===== src/logic/conv_pkg.sv =====
// Matrix and block size constants
// Fixed-point element, block, row and sum types for the reorder path
`default_nettype none

package conv_pkg;

    // Output element Q8.8, input element Q8.16
    localparam int ELEM_W     = 16;
    localparam int IN_W       = 24;
    localparam int FRAC_SHIFT = 8;

    // Matrix side and block side
    localparam int MAT_N        = 8;
    localparam int BLK          = 2;
    localparam int BLKS_PER_ROW = MAT_N / BLK;
    localparam int BLKS_PER_MAT = BLKS_PER_ROW * BLKS_PER_ROW;

    typedef logic signed [IN_W-1:0]   in_elem_t;
    typedef logic signed [ELEM_W-1:0] elem_t;

    // Element order (0,0) (0,1) (1,0) (1,1), lowest bits first
    typedef in_elem_t [BLK*BLK-1:0] in_block_t;
    typedef elem_t    [BLK*BLK-1:0] block_t;

    // Column c at element c
    typedef elem_t [MAT_N-1:0] row_t;

    // One RAM lane, half of a block row
    typedef elem_t [BLK-1:0] pair_t;

    // Eight Q8.8 values summed without overflow
    typedef logic signed [ELEM_W+$clog2(MAT_N)-1:0] sum_t;

    typedef logic [$clog2(MAT_N)-1:0] row_idx_t;

endpackage

`default_nettype wire

===== src/logic/beat_if.sv =====
// Strobe-framed beat interface with a typed payload
`timescale 1ns/1ps
`default_nettype none

interface beat_if #(
    parameter type payload_t = logic
);

    logic     valid;
    logic     first;
    logic     last;
    payload_t payload;

    modport src (output valid, output first, output last, output payload);

    modport dst (input valid, input first, input last, input payload);

endinterface

`default_nettype wire


===== src/logic/b2r_top.sv =====
// Top level of the block to row converter
// Quantizer, ping-pong reorder buffer and row summer
`timescale 1ns/1ps
`default_nettype none

module b2r_top (
    input  logic                clk,
    input  logic                rst_n,
    input  logic                in_valid,
    input  logic                in_first,
    input  logic                in_last,
    input  conv_pkg::in_block_t in_block,
    output logic                out_valid,
    output conv_pkg::row_t      out_row,
    output conv_pkg::sum_t      out_sum,
    output conv_pkg::row_idx_t  out_index,
    output logic                out_last
);
    import conv_pkg::*;

    beat_if #(.payload_t(block_t)) blk ();
    beat_if #(.payload_t(row_t))   row ();

    block_quantizer u_quant (
        .clk      (clk),
        .rst_n    (rst_n),
        .in_valid (in_valid),
        .in_first (in_first),
        .in_last  (in_last),
        .in_block (in_block),
        .blk      (blk.src)
    );

    block_to_row_buffer u_buffer (
        .clk   (clk),
        .rst_n (rst_n),
        .blk   (blk.dst),
        .row   (row.src)
    );

    row_summer u_summer (
        .clk       (clk),
        .rst_n     (rst_n),
        .row       (row.dst),
        .out_valid (out_valid),
        .out_row   (out_row),
        .out_sum   (out_sum),
        .out_index (out_index),
        .out_last  (out_last)
    );

endmodule

`default_nettype wire


===== src/logic/row_summer.sv =====
// Row consumer, attaches element sum and row index
// One register stage from row beat to outputs
`timescale 1ns/1ps
`default_nettype none

module row_summer (
    input  logic               clk,
    input  logic               rst_n,
    beat_if.dst                row,
    output logic               out_valid,
    output conv_pkg::row_t     out_row,
    output conv_pkg::sum_t     out_sum,
    output conv_pkg::row_idx_t out_index,
    output logic               out_last
);
    import conv_pkg::*;

    sum_t     row_sum;
    row_idx_t idx_cnt;
    row_idx_t idx_now;

    // Signed sum over all columns
    always_comb begin
        row_sum = '0;
        for (int c = 0; c < MAT_N; c++) begin
            row_sum = row_sum + sum_t'($signed(row.payload[c]));
        end
    end

    assign idx_now = row.first ? '0 : idx_cnt;

    always_ff @(posedge clk) begin
        if (!rst_n) begin
            out_valid <= 1'b0;
            out_last  <= 1'b0;
            idx_cnt   <= '0;
        end else begin
            out_valid <= row.valid;
            out_last  <= row.valid && row.last;
            if (row.valid) begin
                idx_cnt <= idx_now + 1'b1;
            end
        end
    end

    always_ff @(posedge clk) begin
        if (row.valid) begin
            out_row   <= row.payload;
            out_sum   <= row_sum;
            out_index <= idx_now;
        end
    end

endmodule

`default_nettype wire


===== src/logic/block_to_row_buffer.sv =====
// Ping-pong block to row reorder buffer
// Even and odd rows in separate lane RAMs, two banks each
`timescale 1ns/1ps
`default_nettype none

module block_to_row_buffer (
    input  logic clk,
    input  logic rst_n,
    beat_if.dst  blk,
    beat_if.src  row
);
    import conv_pkg::*;

    // Fill side
    logic [$clog2(BLKS_PER_MAT):0]   fill_cnt;
    logic                            fill_bank;
    logic [$clog2(BLKS_PER_MAT)-1:0] blk_idx;
    logic [$clog2(BLKS_PER_ROW)-1:0] blk_row;
    logic [$clog2(BLKS_PER_ROW)-1:0] blk_col;
    logic [BLKS_PER_ROW-1:0]         wr_en;
    logic [$clog2(MAT_N)-1:0]        waddr;
    pair_t [BLKS_PER_ROW-1:0]        even_wdata;
    pair_t [BLKS_PER_ROW-1:0]        odd_wdata;

    // Drain side
    logic                     rd_active;
    logic [$clog2(MAT_N)-1:0] rd_row;
    logic [$clog2(MAT_N)-1:0] raddr;
    logic                     rd_valid_q;
    logic                     rd_first_q;
    logic                     rd_last_q;
    logic                     rd_par_q;
    pair_t [BLKS_PER_ROW-1:0] even_rdata;
    pair_t [BLKS_PER_ROW-1:0] odd_rdata;

    // Block position, restarts at first
    assign blk_idx            = blk.first ? '0 : fill_cnt[$clog2(BLKS_PER_MAT)-1:0];
    assign {blk_row, blk_col} = blk_idx;
    assign waddr              = {fill_bank, blk_row};

    always_comb begin
        wr_en = '0;
        if (blk.valid) begin
            wr_en[blk_col] = 1'b1;
        end
    end

    // Top pair to the even row, bottom pair to the odd row
    always_comb begin
        for (int l = 0; l < BLKS_PER_ROW; l++) begin
            even_wdata[l] = blk.payload[BLK-1:0];
            odd_wdata[l]  = blk.payload[BLK*BLK-1:BLK];
        end
    end

    always_ff @(posedge clk) begin
        if (!rst_n) begin
            fill_cnt  <= '0;
            fill_bank <= 1'b0;
        end else if (blk.valid) begin
            if (blk.last) begin
                fill_cnt  <= '0;
                fill_bank <= ~fill_bank;
            end else begin
                fill_cnt <= {1'b0, blk_idx} + 1'b1;
            end
        end
    end

    // Drain reads the bank that is not filling
    assign raddr = {~fill_bank, rd_row[$clog2(MAT_N)-1:1]};

    always_ff @(posedge clk) begin
        if (!rst_n) begin
            rd_active  <= 1'b0;
            rd_row     <= '0;
            rd_valid_q <= 1'b0;
            rd_first_q <= 1'b0;
            rd_last_q  <= 1'b0;
            rd_par_q   <= 1'b0;
        end else begin
            rd_valid_q <= rd_active;
            rd_first_q <= (rd_row == '0);
            rd_last_q  <= (rd_row == ($clog2(MAT_N))'(MAT_N - 1));
            rd_par_q   <= rd_row[0];
            if (blk.valid && blk.last) begin
                rd_active <= 1'b1;
                rd_row    <= '0;
            end else if (rd_active) begin
                rd_row <= rd_row + 1'b1;
                if (rd_row == ($clog2(MAT_N))'(MAT_N - 1)) begin
                    rd_active <= 1'b0;
                end
            end
        end
    end

    lane_ram #(
        .lane_t (pair_t),
        .LANES  (BLKS_PER_ROW),
        .DEPTH  (MAT_N)
    ) u_even_ram (
        .clk   (clk),
        .we    (wr_en),
        .waddr (waddr),
        .wdata (even_wdata),
        .raddr (raddr),
        .rdata (even_rdata)
    );

    lane_ram #(
        .lane_t (pair_t),
        .LANES  (BLKS_PER_ROW),
        .DEPTH  (MAT_N)
    ) u_odd_ram (
        .clk   (clk),
        .we    (wr_en),
        .waddr (waddr),
        .wdata (odd_wdata),
        .raddr (raddr),
        .rdata (odd_rdata)
    );

    // Lane order matches column order, so the RAM word is the row
    assign row.valid   = rd_valid_q;
    assign row.first   = rd_valid_q && rd_first_q;
    assign row.last    = rd_valid_q && rd_last_q;
    assign row.payload = rd_par_q ? odd_rdata : even_rdata;

endmodule

`default_nettype wire


===== src/logic/lane_ram.sv =====
// Simple dual-port RAM, one write and one read port
// Per-lane write enables, registered read data
`timescale 1ns/1ps
`default_nettype none

module lane_ram #(
    parameter type lane_t = logic [7:0],
    parameter int  LANES  = 4,
    parameter int  DEPTH  = 8
) (
    input  logic                     clk,
    input  logic [LANES-1:0]         we,
    input  logic [$clog2(DEPTH)-1:0] waddr,
    input  lane_t [LANES-1:0]        wdata,
    input  logic [$clog2(DEPTH)-1:0] raddr,
    output lane_t [LANES-1:0]        rdata
);

    lane_t [LANES-1:0] mem [DEPTH];

    always_ff @(posedge clk) begin
        for (int l = 0; l < LANES; l++) begin
            if (we[l]) begin
                mem[waddr][l] <= wdata[l];
            end
        end
    end

    // Read data one cycle after the address
    always_ff @(posedge clk) begin
        rdata <= mem[raddr];
    end

endmodule

`default_nettype wire


===== src/logic/block_quantizer.sv =====
// Block producer, rounds Q8.16 elements to Q8.8 with saturation
// One register stage between input and block beat
`timescale 1ns/1ps
`default_nettype none

module block_quantizer (
    input  logic                clk,
    input  logic                rst_n,
    input  logic                in_valid,
    input  logic                in_first,
    input  logic                in_last,
    input  conv_pkg::in_block_t in_block,
    beat_if.src                 blk
);
    import conv_pkg::*;

    block_t q_block;

    // Round half up, then clamp to the signed 16-bit range
    function automatic elem_t quantize(input in_elem_t x);
        logic signed [IN_W:0]            rounded;
        logic signed [IN_W-FRAC_SHIFT:0] shifted;
        rounded = (IN_W+1)'(x) + (IN_W+1)'(1 << (FRAC_SHIFT - 1));
        // Top bits of the rounded value, same as an arithmetic shift
        shifted = rounded[IN_W:FRAC_SHIFT];
        if (shifted[IN_W-FRAC_SHIFT] == shifted[ELEM_W-1]) begin
            quantize = shifted[ELEM_W-1:0];
        end else if (!shifted[IN_W-FRAC_SHIFT]) begin
            quantize = {1'b0, {(ELEM_W-1){1'b1}}};
        end else begin
            quantize = {1'b1, {(ELEM_W-1){1'b0}}};
        end
    endfunction

    always_comb begin
        for (int e = 0; e < BLK*BLK; e++) begin
            q_block[e] = quantize(in_block[e]);
        end
    end

    always_ff @(posedge clk) begin
        if (!rst_n) begin
            blk.valid <= 1'b0;
            blk.first <= 1'b0;
            blk.last  <= 1'b0;
        end else begin
            blk.valid <= in_valid;
            blk.first <= in_valid && in_first;
            blk.last  <= in_valid && in_last;
        end
    end

    always_ff @(posedge clk) begin
        if (in_valid) begin
            blk.payload <= q_block;
        end
    end

endmodule

`default_nettype wire


===== config.mk =====
export PLATFORM = sky130hd
export DESIGN_NAME = b2r_top
export DESIGN_NICKNAME = d
export VERILOG_FILES = /design/src/logic/conv_pkg.sv /design/src/logic/beat_if.sv /design/src/logic/b2r_top.sv /design/src/logic/row_summer.sv /design/src/logic/block_to_row_buffer.sv /design/src/logic/lane_ram.sv /design/src/logic/block_quantizer.sv
export SDC_FILE = /design/constraint.sdc
export NUM_CORES = 2
export LEC_CHECK = 0
export ABC_AREA = 1
export BUFFER_PORTS_ARGS = -buffer_cell sky130_fd_sc_hd__buf_2
export CAP_MARGIN = 20
export CORE_ASPECT_RATIO = 1.75
export CORE_MARGIN = 5
export CORE_UTILIZATION = 35
export DETAILED_ROUTE_END_ITERATION = 12
export PLACE_DENSITY_LB_ADDON = 0.08
export SKIP_LAST_GASP = 1
export SLEW_MARGIN = 20
export SYNTH_ARGS = -nofsm -noshare
export SYNTH_HDL_FRONTEND = slang
export SYNTH_HIERARCHICAL = 1
export SYNTH_SLANG_ARGS = --single-unit

===== constraint.sdc =====
create_clock -name clk -period 5 [get_ports clk]
set_input_delay 0.5 -clock clk [delete_from_list [all_inputs] [get_ports clk]]
set_output_delay 0.5 -clock clk [all_outputs]
set_load 0.01 [all_outputs]

* Word level (Yosys, flattened, before mapping) *
Memory sizes are Yosys's and may differ from the RTL's. A register that Yosys moved wholly into a read port is not among the register bits.
Cells that the tools add are included.

storage, ports and cells
  bits in writable memories = 2048
  memories kept = 2
  bits in read-only memories = 0
  input bits = 101
  output and inout bits = 152
  register bits = 235
  word-level logic and storage cells = 89
  latch bits = 0

memory list
  memory                   words  width  rd ports  clocked after memory_dff  write ports  RTL line        text
  u_buffer.u_even_ram.mem  8      128    1         1                         1            lane_ram.sv:19  lane_t [LANES-1:0] mem [DEPTH];
  u_buffer.u_odd_ram.mem   8      128    1         1                         1            lane_ram.sv:19

cells by class
  $mul = 0
  reductions and logical operators = 10
  $lt $le $gt $ge = 2
  shift operators = 0
  bitwise gates (word level) = 2
  muxes and demuxes = 26
  equal/unequal tests = 5
  $add $sub $neg = 14
  divide/modulo/power cells = 0

operator list
  kind                                                         number
  two-way mux 128 bit                                          1
  two-way mux 16 bit                                           8
  adder 24 x 9 -> 25 bit (second input constant)               4
  adder 19 x 16 -> 19 bit                                      5
  adder 17 x 16 -> 18 bit                                      1
  adder 16 x 16 -> 17 bit                                      1
  two-way mux 1 bit                                            12
  two-way mux 4 bit                                            3
  logical AND 1 bit                                            7
  adder 3 x 1 -> 3 bit (second input constant)                 2
  adder 4 x 1 -> 4 bit (second input constant)                 1
  == test 1 bit                                                4
  == test 3 bit (second input constant)                        1
  logical NOT 3 bit                                            1
  less-than comparator 2 x 3 -> 1 bit (second input constant)  1
  two-way mux 3 bit                                            1
  demux 1 bit (select 2 bit)                                   1
  >= comparator 2 x 1 -> 1 bit (second input constant)         1
  inverter 1 bit                                               2
  AND reduction 2 bit                                          1
  OR reduction 2 bit                                           1

* Logic depth before layout (Yosys ltp) *
  depth in word-level cells = 8
  gate-level depth with buffers = 21
  depth with buffers taken out = 19

* Hierarchy *
Netlist, hierarchy kept.

by module, submodules not included
  module               sequential area each (um2)  times used  cells each  area each (um2)
  lane_ram             33311.9                     2           4600        47200.3
  row_summer           4604.4                      1           678         8495.6
  block_quantizer      1981.9                      1           505         4092.7
  block_to_row_buffer  260.2                       1           224         2194.6

* Worst setup path after synthesis *
No wires, ideal clock.

  kind = register -> register
  start = reg u_buffer.rd_valid_q, in the netlist u_buffer/row.valid
  end = reg u_summer.idx_cnt[1]
  path buffers = 0
  data arrival time = 4542 ps
  stages on the path, launching flop included = 7
  clock period less this slack = 4678 ps
  setup time = 136 ps
  path slack = 322 ps
  data required time = 4864 ps
  cell sequence = dfxtp_1 -> nand2_1 -> inv_1 -> nor2_1 -> ha_1 -> o21ai_0 -> a21oi_1

between the ends
  cells in the longest elaborated chain, start to end = 3

RTL lines
  what                           RTL line                    text
  start: declaration             block_to_row_buffer.sv:29   logic rd_valid_q;
  start signal: assignment       block_to_row_buffer.sv:82   rd_valid_q <= rd_active;
  logical AND 1 bit              block_to_row_buffer.sv:126  assign row.first = rd_valid_q && rd_first_q;
  named net row.first            beat_if.sv:10               logic first;
  two-way mux 3 bit              row_summer.sv:30            assign idx_now = row.first ? '0 : idx_cnt;
  named net u_summer.idx_now[0]  row_summer.sv:20            row_idx_t idx_now;
  adder 3 x 1 -> 3 bit           row_summer.sv:41            idx_cnt <= idx_now + 1'b1;
  end signal: assignment         row_summer.sv:41
  end: declaration               row_summer.sv:19            row_idx_t idx_cnt;

The timed path passes the listed nets, and every way through them passes these cells.
A chain may end at the register's enable or synchronous reset.

==> results_dict.tcl <==
set metrics [dict create \
    outcome "complete, no violations" \
    rr_startpoint "u_buffer/rd_par_q" \
    hold_class "input port to register" \
    tightest_slew_ps 1140 \
    cts_buffers 244 \
    required_ps 5650 \
    dieArea_um2 324000 \
    final_layout_size_suffix_gt1_share_pct 10.2 \
    place_congestion 0.874 \
    worstPathArrival_ps 5530 \
    core_um2 311000 \
    cp_num_cells 21 \
    h-tree-depth 4 \
    crit_type "register to register" \
    worstPathCellList "buf_12 -> buf_4 -> clkbuf_16 -> mux2_2 -> inv_1 -> fa_1 -> fa_1 -> inv_1 -> fa_1 -> inv_1 -> fa_1 -> inv_1 -> ha_1 -> nand2_1 -> nand2_1 -> a21oi_2 -> nand2_2 -> nand2_1 -> nand2_1 -> nand2_1 -> nand2_1" \
    layout_common_cells "nand2_1 (3644), inv_1 (2362), edfxtp_1 (2262)" \
    clock_path_buffers 4 \
    cts.sinks 2539 \
    final_cell_area_um2 125000 \
    clock_skew_ps 44.9 \
    hold_viol 0 \
    final_common_cell "nand2_1" \
    yosysUniqueCellTypes 33 \
    start_util_pct 35.1 \
    clkSlewWorstSetupHoldPaths_ps 70 \
    cts_tree "done" \
    max_clock_freq_mhz 205 \
    wl_per_cell_um 24.4 \
    seq_area_frac_synth_pct 67.3 \
    endpoint_kind "register" \
    slew_viol_final 0 \
    crit_path_end "u_summer/out_sum[13]" \
    drc 0 \
    grt_pass1_vias 69000 \
    grt_use_total_pct 22.7 \
    finalSetupViolations 0 \
    path_common_cell "nand2_1" \
    yosys_warnings 6 \
    ir_drop_v 0.000304 \
    rsz0062_at_grt "false" \
    fin_crit_ps 4890 \
    timing.slew.headroom_pct 23.9 \
    place_hpwl_mm 247 \
    worst_slack_ps 114 \
    slowest_delay_ps 640 \
    synthesis.area_um2 109000 \
    reg2reg_slack_ps 110 \
    dieWidth_um 432 \
    p_leak_nw 55.3 \
    power_density_nw_per_um2 365 \
    syn_inst 10600 \
    antenna_found_initial 54 \
    syn_nets 10800 \
    area_growth_syn_to_layout_pct 14.6 \
    root_buffer "clkbuf_16" \
    r2r_end "u_summer/out_sum[13]" \
    placed_area_um2 116000 \
    met2_wirelength_mm 199 \
    slowest_stage "fa_1" \
    drt-initial-drc-count 5068 \
    hp-start "in_block[80]" \
    portBuffers 224 \
    cp.buffers_inverters 7 \
    grt_max_degree 198 \
    routed-wl-met3_mm 14.1 \
    avgSynthCellArea_um2 10.3 \
    clk_latency_ps 920 \
    cp-start-kind "register" \
    ys_ff_latch 2539 \
    max-cap-violations 0 \
    nets 11200 \
    drt-pass1-iter-count 7 \
    period_share_pct 97.7 \
    crit_path_start "u_buffer/rd_par_q" \
    die_height_um 749 \
    top_layer_used "met4" \
    rows 271 \
    critPathMaxFanout 12 \
    vias_per_cell 4.61 \
    crit_family "adder cells" \
    num_vias 70800 \
    reg2regPathDepth 21 \
    top_level_ports 253 \
    pre_cts_slack_ps -109 \
    routed_wl_mm 375 \
    grt_remaining_overflow 0 \
    ant_nets 0 \
    wl_met1_mm 144 \
    grt_pass1_wl_mm 522 \
]
[cell usage after synthesis]
master	n	area (um^2)
nor3_2	5	50.1
nor2_2	9	56.3
buf_2	276	1380
nand2_1	3645	13700
nand4_1	9	56.3
nor2_4	3	33.8
nand3b_1	7	52.6
clkbuf_1	68	255
clkbuf_8	8	110
edfxtp_1	2262	67900
inv_4	2	12.5
mux2_2	128	1440
xnor2_1	23	201
dfxtp_1	277	5550
nand3_2	1	10.0
a21oi_1	17	85.1
nor3b_1	1	7.51
buf_6	22	248
a21oi_2	1	8.76
o21ai_0	7	35.0
fa_1	99	1980
xor2_1	31	272
nor2_1	145	544
nand3_1	1088	5450
nor3_1	1	5.00
and2_1	2	12.5
inv_2	7	26.3
nand2_2	24	150
ha_1	27	338
o22ai_1	1	6.26
inv_1	2370	8900
or2_4	1	8.76
buf_4	40	300
[registers in the layout, indices dropped and copies added, names as in the netlist]
name	count
u_buffer/u_even_ram/mem	1024
u_buffer/u_odd_ram/mem	1024
u_buffer/u_even_ram/rdata	128
u_buffer/u_odd_ram/rdata	128
u_summer/out_row	128
u_quant/blk.payload	64
u_summer/out_sum	19
u_buffer/fill_cnt	4
u_buffer/rd_row	3
u_summer/idx_cnt	3
u_summer/out_index	3
u_buffer/fill_bank	1
u_buffer/rd_active	1
u_buffer/rd_first_q	1
u_buffer/rd_last_q	1
u_buffer/rd_par_q	1
u_buffer/row.valid	1
u_quant/blk.first	1
u_quant/blk.last	1
u_quant/blk.valid	1
u_summer/out_last	1
u_summer/out_valid	1
[power by group]
group	switching, mW	internal (mW)	total, mW
sequential	0.0850	23.5	23.6
clock	8.26	10.7	19.0
combinational	2.13	0.912	3.04
[metrics by stage]
stage	utilization, %	std cells	setup TNS, ps	total power, mW	hold slack, ps
6_report	40.2	15400	0	45.6	68.7
3_5_place_dp	37.4	14800	-409	27.1	438
5_1_grt	40.2	15400	0	47.2	35.6
4_1_cts	40.2	15300	0	46.2	5.30
3_3_place_gp	37.4	14800	-395	27.1	433
2_1_floorplan	-	10600	0	25.6	434
[routing by layer]
layer  track usage (%)  vias up
met4              9.13        0
met3              2.38      508
met2              42.5     1463
met1              26.3    35000
met5                 0        -
li1                  -    33800
[cell type report]
cell class	instances	area [um^2]
multi-input cells	5275	25000
well taps	4095	5120
inverters	2379	9000
clock buffers	313	6690
diodes	63	158
clock inverters	135	1310
fillers	29800	186000
flip-flops and latches	2539	73500
repair buffers	571	4360
[logic make-up after synthesis]
group | after synthesis | share of synthesized area [%]
xor gates and xnor gates | 54 | 0.433
adders and majority gates | 126 | 2.12
muxes | 128 | 1.32
DFF | 2539 | 67.3
AOI/OAI and AO/OA | 26 | 0.124
buffers and inverters | 2793 | 10.3
and+or+nand+nor | 4941 | 18.4
[worst register-to-register path, stage by stage (launching register included)]
cell and delay (ps):
dfxtp_4 370, buf_12 160, buf_4 170, clkbuf_16 180
mux2_2 240, inv_1 50, fa_1 640, fa_1 600
inv_1 60, fa_1 540, inv_1 50, fa_1 470
inv_1 40, ha_1 340, nand2_1 90, nand2_1 110
a21oi_2 150, nand2_2 100, nand2_1 100, nand2_1 60
nand2_1 50, nand2_1 50
[timing repair]
item                       in CTS  in global routing
hold buffers                   44                  0
gates resized for setup         5                 12
pin swaps                       1                  1
setup endpoints to repair       6                  7
gates cloned                    0                  1
buffers inserted                4                  1
hold endpoints to repair       46                  0
[worst min path at each step]
| stage | endpoint | slack [ps] | depth (start not counted) |
|---|---|---|---|
| after floorplan | u_summer/idx_cnt[1] | 430 | 2 |
| after global placement | u_buffer/u_odd_ram/mem[2][19] | 430 | 0 |
| after detailed placement | u_buffer/u_odd_ram/mem[2][19] | 440 | 0 |
| after CTS | u_quant/blk.payload[48] | 5 | 4 |
| after global routing | u_quant/blk.payload[48] | 40 | 4 |
| final | u_quant/blk.payload[48] | 70 | 4 |
Power figures use the tool's default switching activity.
